--- config.mk ---
export PLATFORM = sky130hd
export DESIGN_NAME = eightbit
export DESIGN_NICKNAME = d
export VERILOG_FILES = /design/src/eightbit_pkg.sv /design/src/fetch.sv /design/src/decode.sv /design/src/exec.sv /design/src/regfile.sv /design/src/mem_arb.sv /design/src/eightbit.sv
export VERILOG_INCLUDE_DIRS = /design/src
export SDC_FILE = /design/constraint.sdc
export NUM_CORES = 1
export LEC_CHECK = 0
export ABC_AREA = 1
export BUFFER_PORTS_ARGS = -buffer_cell sky130_fd_sc_hd__buf_4
export CORE_ASPECT_RATIO = 0.6
export CORE_MARGIN = 3
export CORE_UTILIZATION = 40
export DETAILED_ROUTE_END_ITERATION = 8
export GPL_TIMING_DRIVEN = 0
export PLACE_DENSITY_LB_ADDON = 0.12
export SLEW_MARGIN = 20
export SYNTH_ARGS = -nofsm -noshare
export SYNTH_HDL_FRONTEND = slang
export SYNTH_SLANG_ARGS = --single-unit
--- constraint.sdc ---
create_clock -name clk -period 3.2 [get_ports clk]
set_input_delay 0.8 -clock clk [delete_from_list [all_inputs] [get_ports clk]]
set_output_delay 0.8 -clock clk [all_outputs]
set_load 0.005 [all_outputs]
--- src/eightbit_params.svh ---
`ifndef EIGHTBIT_PARAMS_SVH
`define EIGHTBIT_PARAMS_SVH

// Data path and address width.
`define EB_M_WIDTH 8

// Number of general registers.
`define EB_REG_CNT 16

// Bytes per instruction, also the sequential pc step.
`define EB_INST_BYTES 2

// Size of the external byte memory.
`define EB_MEM_SIZE 256

`endif

--- src/eightbit_pkg.sv ---
`include "eightbit_params.svh"

package eightbit_pkg;

    typedef logic [`EB_M_WIDTH-1:0] word_t;
    typedef logic [`EB_INST_BYTES*`EB_M_WIDTH-1:0] inst_t;
    typedef logic [$clog2(`EB_REG_CNT)-1:0] reg_addr_t;

    typedef enum logic [3:0] {
        OP_LI    = 4'd0,
        OP_ADDI  = 4'd1,
        OP_ADD   = 4'd2,
        OP_SUB   = 4'd3,
        OP_AND   = 4'd4,
        OP_OR    = 4'd5,
        OP_XOR   = 4'd6,
        OP_LOAD  = 4'd7,
        OP_STORE = 4'd8,
        OP_BEQ   = 4'd9,
        OP_BNE   = 4'd10,
        OP_JAL   = 4'd11,
        OP_HALT  = 4'd15
    } opcode_t;

    // Encoded as {enable, ready} of a stage.
    typedef enum logic [1:0] {
        STATE_IDLE     = 2'b00,
        STATE_BUSY     = 2'b10,
        STATE_COMPLETE = 2'b11
    } stage_state_t;

endpackage

--- src/fetch.sv ---
`timescale 1ns/1ps

module fetch import eightbit_pkg::*; (
    input  logic  clk,
    input  logic  rst,
    input  logic  en,
    input  word_t pc,
    input  logic  mem_ready,
    input  word_t data_in,
    output logic  mem_req,
    output word_t addr,
    output inst_t inst_out,
    output logic  ready
);

    stage_state_t state;
    logic         lo_phase;
    word_t        hi_byte;

    // The request goes out in the first enabled cycle, even from IDLE.
    assign mem_req = en && (state != STATE_COMPLETE);
    assign addr    = pc + word_t'(lo_phase);
    assign ready   = en && (state == STATE_COMPLETE);

    always_ff @(posedge clk) begin
        if (rst) begin
            state    <= STATE_IDLE;
            lo_phase <= 1'b0;
        end else if (!en) begin
            // Dropped enable abandons the fetch and any pending ready.
            state    <= STATE_IDLE;
            lo_phase <= 1'b0;
        end else begin
            case (state)
                STATE_IDLE: state <= STATE_BUSY;
                STATE_BUSY: begin
                    if (mem_ready) begin
                        lo_phase <= ~lo_phase;
                        if (lo_phase) begin
                            state <= STATE_COMPLETE;
                        end
                    end
                end
                default: ;
            endcase
        end
    end

    always_ff @(posedge clk) begin
        if (en && state == STATE_BUSY && mem_ready) begin
            if (lo_phase) begin
                inst_out <= {hi_byte, data_in};
            end else begin
                hi_byte <= data_in;
            end
        end
    end

endmodule

--- src/decode.sv ---
`timescale 1ns/1ps

`include "eightbit_params.svh"

module decode import eightbit_pkg::*; (
    input  inst_t     inst,
    output opcode_t   op,
    output reg_addr_t rd,
    output reg_addr_t rs1,
    output reg_addr_t rs2,
    output word_t     imm4_s,
    output word_t     imm4_z,
    output word_t     imm8,
    output logic      writes_rd
);

    assign op  = opcode_t'(inst[15:12]);
    assign rd  = inst[11:8];
    assign rs1 = inst[7:4];
    assign rs2 = inst[3:0];

    assign imm4_s = {{(`EB_M_WIDTH-4){inst[3]}}, inst[3:0]};
    assign imm4_z = {{(`EB_M_WIDTH-4){1'b0}}, inst[3:0]};
    assign imm8   = inst[7:0];

    // Stores, branches, HALT and undefined codes leave rd alone.
    always_comb begin
        case (op)
            OP_LI, OP_ADDI, OP_ADD, OP_SUB,
            OP_AND, OP_OR, OP_XOR,
            OP_LOAD, OP_JAL: begin
                writes_rd = 1'b1;
            end
            default: begin
                writes_rd = 1'b0;
            end
        endcase
    end

endmodule

--- src/exec.sv ---
`timescale 1ns/1ps

`include "eightbit_params.svh"

module exec import eightbit_pkg::*; (
    input  logic    clk,
    input  logic    rst,
    input  logic    en,
    input  opcode_t op,
    input  word_t   pc_in,
    input  word_t   rs1_val,
    input  word_t   rs2_val,
    input  word_t   rd_val,
    input  word_t   imm4_s,
    input  word_t   imm4_z,
    input  word_t   imm8,
    input  logic    mem_ready,
    input  word_t   mem_data_in,
    output logic    mem_req,
    output logic    mem_we,
    output word_t   mem_addr,
    output word_t   mem_data_out,
    output word_t   val_out,
    output word_t   pc_out,
    output logic    flush,
    output logic    halt,
    output logic    ready
);

    stage_state_t state;
    word_t        alu_val;
    word_t        target;
    word_t        seq_pc;
    logic         taken;
    logic         is_mem;

    assign seq_pc = pc_in + word_t'(`EB_INST_BYTES);
    assign is_mem = (op == OP_LOAD) || (op == OP_STORE);

    always_comb begin
        alu_val = '0;
        target  = pc_in + (imm4_s << 1);
        taken   = 1'b0;
        case (op)
            OP_LI:   alu_val = imm8;
            OP_ADDI: alu_val = rs1_val + imm4_s;
            OP_ADD:  alu_val = rs1_val + rs2_val;
            OP_SUB:  alu_val = rs1_val - rs2_val;
            OP_AND:  alu_val = rs1_val & rs2_val;
            OP_OR:   alu_val = rs1_val | rs2_val;
            OP_XOR:  alu_val = rs1_val ^ rs2_val;
            OP_BEQ:  taken = (rd_val == rs1_val);
            OP_BNE:  taken = (rd_val != rs1_val);
            OP_JAL: begin
                alu_val = seq_pc;
                target  = pc_in + (imm8 << 1);
                taken   = 1'b1;
            end
            default: ;
        endcase
    end

    // One memory access per LOAD or STORE, held until the arbiter answers.
    assign mem_req      = (state == STATE_BUSY);
    assign mem_we       = (op == OP_STORE);
    assign mem_addr     = rs1_val + imm4_z;
    assign mem_data_out = rd_val;
    assign ready        = en && (state == STATE_COMPLETE);

    always_ff @(posedge clk) begin
        if (rst) begin
            state <= STATE_IDLE;
            flush <= 1'b0;
            halt  <= 1'b0;
        end else begin
            case (state)
                STATE_IDLE: begin
                    if (en) begin
                        flush <= taken;
                        halt  <= (op == OP_HALT);
                        state <= is_mem ? STATE_BUSY : STATE_COMPLETE;
                    end
                end
                STATE_BUSY: begin
                    if (mem_ready) begin
                        state <= STATE_COMPLETE;
                    end
                end
                default: begin
                    if (!en) begin
                        state <= STATE_IDLE;
                    end
                end
            endcase
        end
    end

    always_ff @(posedge clk) begin
        if (state == STATE_IDLE && en) begin
            val_out <= alu_val;
            pc_out  <= taken ? target : seq_pc;
        end else if (state == STATE_BUSY && mem_ready) begin
            val_out <= mem_data_in;
        end
    end

endmodule

--- src/regfile.sv ---
`timescale 1ns/1ps

`include "eightbit_params.svh"

module regfile import eightbit_pkg::*; (
    input  logic      clk,
    input  logic      rst,
    input  logic      we,
    input  reg_addr_t waddr,
    input  word_t     wdata,
    input  reg_addr_t raddr_a,
    input  reg_addr_t raddr_b,
    input  reg_addr_t raddr_c,
    output word_t     rdata_a,
    output word_t     rdata_b,
    output word_t     rdata_c
);

    word_t regs [`EB_REG_CNT];

    always_ff @(posedge clk) begin
        if (rst) begin
            for (int i = 0; i < `EB_REG_CNT; i++) begin
                regs[i] <= '0;
            end
        end else if (we) begin
            regs[waddr] <= wdata;
        end
    end

    // Third port serves rd for STORE data and branch compares.
    assign rdata_a = regs[raddr_a];
    assign rdata_b = regs[raddr_b];
    assign rdata_c = regs[raddr_c];

endmodule

--- src/mem_arb.sv ---
`timescale 1ns/1ps

module mem_arb import eightbit_pkg::*; (
    input  logic  clk,
    input  logic  rst,
    input  logic  fetch_req,
    input  word_t fetch_addr,
    input  logic  exec_req,
    input  logic  exec_we,
    input  word_t exec_addr,
    input  word_t exec_wdata,
    output logic  fetch_ready,
    output logic  exec_ready,
    output word_t addr,
    output word_t data_out,
    output logic  we
);

    logic grant_fetch;
    logic grant_exec;

    // A client whose ready is due this cycle still holds its request.
    assign grant_exec  = exec_req && !exec_ready;
    assign grant_fetch = fetch_req && !fetch_ready && !grant_exec;

    assign addr     = grant_exec ? exec_addr : fetch_addr;
    assign data_out = grant_exec ? exec_wdata : '0;
    assign we       = grant_exec && exec_we;

    // Memory answers one cycle after the address, so ready lags the grant.
    always_ff @(posedge clk) begin
        if (rst) begin
            fetch_ready <= 1'b0;
            exec_ready  <= 1'b0;
        end else begin
            fetch_ready <= grant_fetch;
            exec_ready  <= grant_exec;
        end
    end

endmodule

--- src/eightbit.sv ---
`timescale 1ns/1ps

`include "eightbit_params.svh"

module eightbit import eightbit_pkg::*; (
    input  logic  clk,
    input  logic  rst,
    input  word_t data_in,
    output word_t addr,
    output word_t data_out,
    output logic  we,
    output logic  halted
);

    word_t        pc;
    logic         fetch_en, fetch_ready, fetch_mem_req, fetch_mem_ready;
    word_t        fetch_addr;
    inst_t        fetch_inst;
    logic         exec_en, exec_ready, exec_flush, exec_halt;
    logic         exec_mem_req, exec_mem_we, exec_mem_ready;
    word_t        exec_mem_addr, exec_mem_wdata, exec_val_out, exec_pc_out;
    inst_t        exec_inst;
    word_t        exec_pc;
    opcode_t      dec_op;
    reg_addr_t    dec_rd, dec_rs1, dec_rs2;
    word_t        dec_imm4_s, dec_imm4_z, dec_imm8;
    logic         dec_writes_rd;
    word_t        rs1_val, rs2_val, rd_val;
    stage_state_t fetch_state, exec_state;
    logic         start_fetch, handoff, exec_done;

    assign fetch_state = stage_state_t'({fetch_en, fetch_ready});
    assign exec_state  = stage_state_t'({exec_en, exec_ready});

    assign start_fetch = (fetch_state == STATE_IDLE) && !halted;
    assign handoff     = (fetch_state == STATE_COMPLETE) && (exec_state == STATE_IDLE) && !halted;
    assign exec_done   = (exec_state == STATE_COMPLETE);

    fetch u_fetch (
        .clk(clk), .rst(rst), .en(fetch_en), .pc(pc),
        .mem_ready(fetch_mem_ready), .data_in(data_in),
        .mem_req(fetch_mem_req), .addr(fetch_addr),
        .inst_out(fetch_inst), .ready(fetch_ready)
    );

    decode u_decode (
        .inst(exec_inst), .op(dec_op), .rd(dec_rd), .rs1(dec_rs1), .rs2(dec_rs2),
        .imm4_s(dec_imm4_s), .imm4_z(dec_imm4_z), .imm8(dec_imm8),
        .writes_rd(dec_writes_rd)
    );

    exec u_exec (
        .clk(clk), .rst(rst), .en(exec_en), .op(dec_op), .pc_in(exec_pc),
        .rs1_val(rs1_val), .rs2_val(rs2_val), .rd_val(rd_val),
        .imm4_s(dec_imm4_s), .imm4_z(dec_imm4_z), .imm8(dec_imm8),
        .mem_ready(exec_mem_ready), .mem_data_in(data_in),
        .mem_req(exec_mem_req), .mem_we(exec_mem_we),
        .mem_addr(exec_mem_addr), .mem_data_out(exec_mem_wdata),
        .val_out(exec_val_out), .pc_out(exec_pc_out),
        .flush(exec_flush), .halt(exec_halt), .ready(exec_ready)
    );

    // Writeback lands at the edge that ends the execute stage.
    regfile u_regfile (
        .clk(clk), .rst(rst), .we(exec_done && dec_writes_rd),
        .waddr(dec_rd), .wdata(exec_val_out),
        .raddr_a(dec_rs1), .raddr_b(dec_rs2), .raddr_c(dec_rd),
        .rdata_a(rs1_val), .rdata_b(rs2_val), .rdata_c(rd_val)
    );

    mem_arb u_mem_arb (
        .clk(clk), .rst(rst),
        .fetch_req(fetch_mem_req), .fetch_addr(fetch_addr),
        .exec_req(exec_mem_req), .exec_we(exec_mem_we),
        .exec_addr(exec_mem_addr), .exec_wdata(exec_mem_wdata),
        .fetch_ready(fetch_mem_ready), .exec_ready(exec_mem_ready),
        .addr(addr), .data_out(data_out), .we(we)
    );

    always_ff @(posedge clk) begin
        if (rst) begin
            pc       <= '0;
            fetch_en <= 1'b0;
            exec_en  <= 1'b0;
            halted   <= 1'b0;
        end else begin
            if (start_fetch) begin
                fetch_en <= 1'b1;
            end
            // Next fetch overlaps execution of the handed-off instruction.
            if (handoff) begin
                fetch_en <= 1'b0;
                exec_en  <= 1'b1;
                pc       <= pc + word_t'(`EB_INST_BYTES);
            end
            if (exec_done) begin
                exec_en <= 1'b0;
                if (exec_flush) begin
                    pc       <= exec_pc_out;
                    fetch_en <= 1'b0;
                end
                if (exec_halt) begin
                    halted   <= 1'b1;
                    fetch_en <= 1'b0;
                end
            end
        end
    end

    always_ff @(posedge clk) begin
        if (handoff) begin
            exec_inst <= fetch_inst;
            exec_pc   <= pc;
        end
    end

endmodule

==> reports/qor.yml <==
detailed_routing:
  drtIter0Drc: 2417
  wl_per_cell_um: 28.6
  viasPerCell: 6.07
  ant_nets: 0
  dr.pass1.iters: 6
  vias: 14200
  routed_wl_um: 66700
  drcViolationCount: 0
global_route:
  grt-ovfl-total: 0
  grt_usage: 0.353
  antenna_found_initial: 1
  grt_pass1_wl_um: 91900
  grt_max_degree: 21
  grt_pass1_vias: 12800
logic_synthesis:
  synth_top_area_share: 0.415
  synth_cell_types: 51
  syn_avg_cell_area_um2: 8.06
  netlist_area_um2: 13900
  yosysTopAreaCell: "edfxtp_1"
  yosys_warnings: 0
  async_reset_ff_frac: 0
  synthCells: 1723
  ys_top_cells_by_count: "nand2_1 (321), nor2_1 (234), inv_1 (198)"
  ys_ff_latch: 225
  yosysMostFrequentCell: "nand2_1"
  synth_edf_count: 192
  synthTopCellsByArea: "edfxtp_1 (42%), nand2_1 (8.7%), nand3_1 (6.8%), nor2_1 (6.3%), inv_1 (5.4%)"
  ys_seq_area_frac: 0.463
  ys.flop_type: "edfxtp_1"
  syn-num-nets: 1775
cells_and_area:
  fin_util: 0.515
  antenna_cells: 0
  final_area_um2: 17500
  drive_gt1_frac: 0.209
  area_growth_pct: 25.8
  fin_nets: 1909
  finalNonFillerCells: 2334
placement:
  placedCellCount: 2209
  gp_congestion: 1.01
  port_buffers: 26
  dp_hpwl_um: 48500
  placed_area_um2: 14800
job:
  maxCapViolations: 0
floorplan:
  die_h_um: 150
  dieArea_um2: 37100
  core-area_um2: 34000
  initial_utilization: 0.409
  io_pins: 28
  die_w_um: 247
  row_count: 52
clocking:
  clkSinkCount: 225
  cts_root_buf: "clkbuf_16"
  clkTransAtPathRegs_ns: 0.07
  cts_tree: "built"
  cts-buffers-inserted: 24
  postCtsHoldBufs: 0
  htreeDepth: 1
  clock_path_buffers: 3
  insertion_delay_ns: 0.59
timing:
  finClkSkew_ns: 0.0317
  fmax_mhz: 234
  finalCritPeriodShare: 1.33
  setup_viol: 24
  rsz0062_at_grt: "true"
  drv_slew: 0
  worstMarginPinSlew_ns: 1.08
  finalHoldViolCount: 0
  fin_ws_ns: -1.07
  relSlewSlack: 0.279
  min_period_ns: 4.27
pwr:
  report.power.total_mw: 6.50
  power_density_nw_per_um2: 372
  peakVddDrop_uv: 382
  p_leak_nw: 7.34
status:
  run_status: "finished with violations"
  violations: "setup timing"
setup_path:
  critPathRequiredTime_ns: 2.40
  worstPathArrival_ns: 3.47
  crit_path_end_kind: "output port"
  start_kind: "register"
  cp_max_fo: 10
  path_class: "reg2out"
worst_hold_path:
  min-delay-start: "u_fetch.hi_byte[7]$_DFFE_PP_"
  hold_path.class: "reg2reg"
-- worst max-delay path, cell delays in order (launching register included) --
cell and delay [ns]:
dfxtp_4 0.38, buf_8 0.14, buf_6 0.22, a21oi_1 0.11, o211ai_1 0.21, o211ai_1 0.15, nand2_2 0.13, inv_2 0.07
ha_4 0.17, inv_2 0.05, fa_2 0.23, nor2_4 0.04, o21a_1 0.20, nor2_1 0.12, nor2_2 0.06, buf_4 0.12
buf_4 0.12, o31ai_2 0.23, buf_4 0.15
-- cell families after synthesis --
logic type | after synthesis | synth area share
AND/OR/NAND/NOR | 786 | 0.237
adder cells (fa/ha/maj) | 42 | 0.0395
flip-flops | 225 | 0.463
buffers and inverters | 294 | 0.0893
AO/OA/AOI/OAI | 347 | 0.153
XOR/XNOR | 29 | 0.0183
-- routing by layer --
metal | wire length (um) | up-vias | track usage | part of all wire
met5 | 0 | - | 0 | 0
met4 | 1770 | 0 | 0.0900 | 0.026
met3 | 11400 | 162 | 0.130 | 0.17
met2 | 22900 | 1111 | 0.412 | 0.34
met1 | 30600 | 6753 | 0.577 | 0.46
li1 | - | 6139 | - | -
-- layout by cell type, fill, tap and decap left out, types with 4 or more instances in the layout --
master | netlist | final
nand2_1 | 321 | 303
nor2_1 | 234 | 217
edfxtp_1 | 192 | 192
inv_1 | 198 | 180
nand3_1 | 190 | 164
o21ai_0 | 110 | 101
buf_4 | 8 | 100
a21oi_1 | 95 | 87
o211ai_1 | 78 | 78
ha_1 | 39 | 31
dfxtp_1 | 33 | 29
clkbuf_16 | 0 | 28
nand3_2 | 0 | 25
buf_12 | 0 | 22
buf_6 | 5 | 20
clkbuf_1 | 31 | 18
nand2_2 | 9 | 18
xor2_1 | 17 | 17
clkbuf_4 | 0 | 14
o21ai_1 | 9 | 13
nor2_2 | 1 | 12
inv_2 | 2 | 12
buf_2 | 46 | 10
or2_2 | 12 | 10
o21ai_2 | 7 | 10
nand2_4 | 0 | 9
xnor2_1 | 12 | 9
clkbuf_2 | 0 | 7
ha_4 | 0 | 7
nor2_4 | 0 | 6
buf_8 | 1 | 6
a21oi_2 | 2 | 6
a221oi_1 | 7 | 6
clkinvlp_4 | 0 | 5
o211ai_2 | 6 | 5
nor3_1 | 7 | 5
inv_6 | 0 | 4
a21oi_4 | 0 | 4
clkinv_2 | 0 | 4
-- where the power goes --
part / leakage [nW] / switching (mW) / internal [mW]
Clock: 0.406 / 1.33 / 1.69
Combinational: 4.77 / 0.160 / 0.0625
Sequential: 2.16 / 0.0354 / 3.22
Total: 7.34 / 1.53 / 4.98
-- timing repair --
| item | in CTS | in global routing |
|---|---|---|
| resized for setup | 203 | 104 |
| pin swaps | 61 | 53 |
| cloned | 2 | 2 |
| buffers inserted | 60 | 24 |
| endpoints found under the setup margin | 32 | 32 |
-- cell type report --
class                   instances  area, um^2
repair buffers                110        1000
flip-flops and latches        225        6440
clock inverters                16         194
clock buffers                  28         637
inverters                     201         807
multi-input cells            1204        6920
well taps                     459         574
plain buffers                  91         906
fillers                      3299       16500
-- worst paths after layout --
check / slack [ns] / to / depth (start not counted)
hold / removal: 0.42 / u_fetch.inst_out[15]$_DFFE_PP_ / 0
setup / recovery: -1.07 / addr[4] / 18
setup reg to reg: -0.66 / u_exec.val_out[7]$_DFFE_PP_ / 28
hold reg to reg: 0.42 / u_fetch.inst_out[15]$_DFFE_PP_ / 0
-- registers in the layout, summed over array words and instances, names as in the netlist, named ones only --
signal and cells:
exec_en 1, exec_inst 16, exec_pc 8, fetch_en 1
halted 1, pc 8, u_decode.writes_rd 1, u_exec.flush 1
u_exec.halt 1, u_exec.pc_out 8, u_exec.state 2, u_exec.val_out 8
u_fetch.hi_byte 8, u_fetch.inst_out 16, u_fetch.lo_phase 1, u_fetch.state 2
u_mem_arb.exec_ready 1, u_mem_arb.fetch_ready 1, u_regfile.regs 128
-- stage by stage --
step | TNS (ns) | hold slack [ns] | setup WS [ns]
finish | -10.58 | 0.419 | -1.07
global route | -12.34 | 0.423 | -1.18
CTS | -11.13 | 0.418 | -1.02
detailed placement | -38.75 | 0.405 | -1.62
global placement | -39.71 | 0.401 | -1.66
floorplan | -0.0501 | 0.399 | -0.0501
No activity file was read; power rests on OpenSTA's default activity.
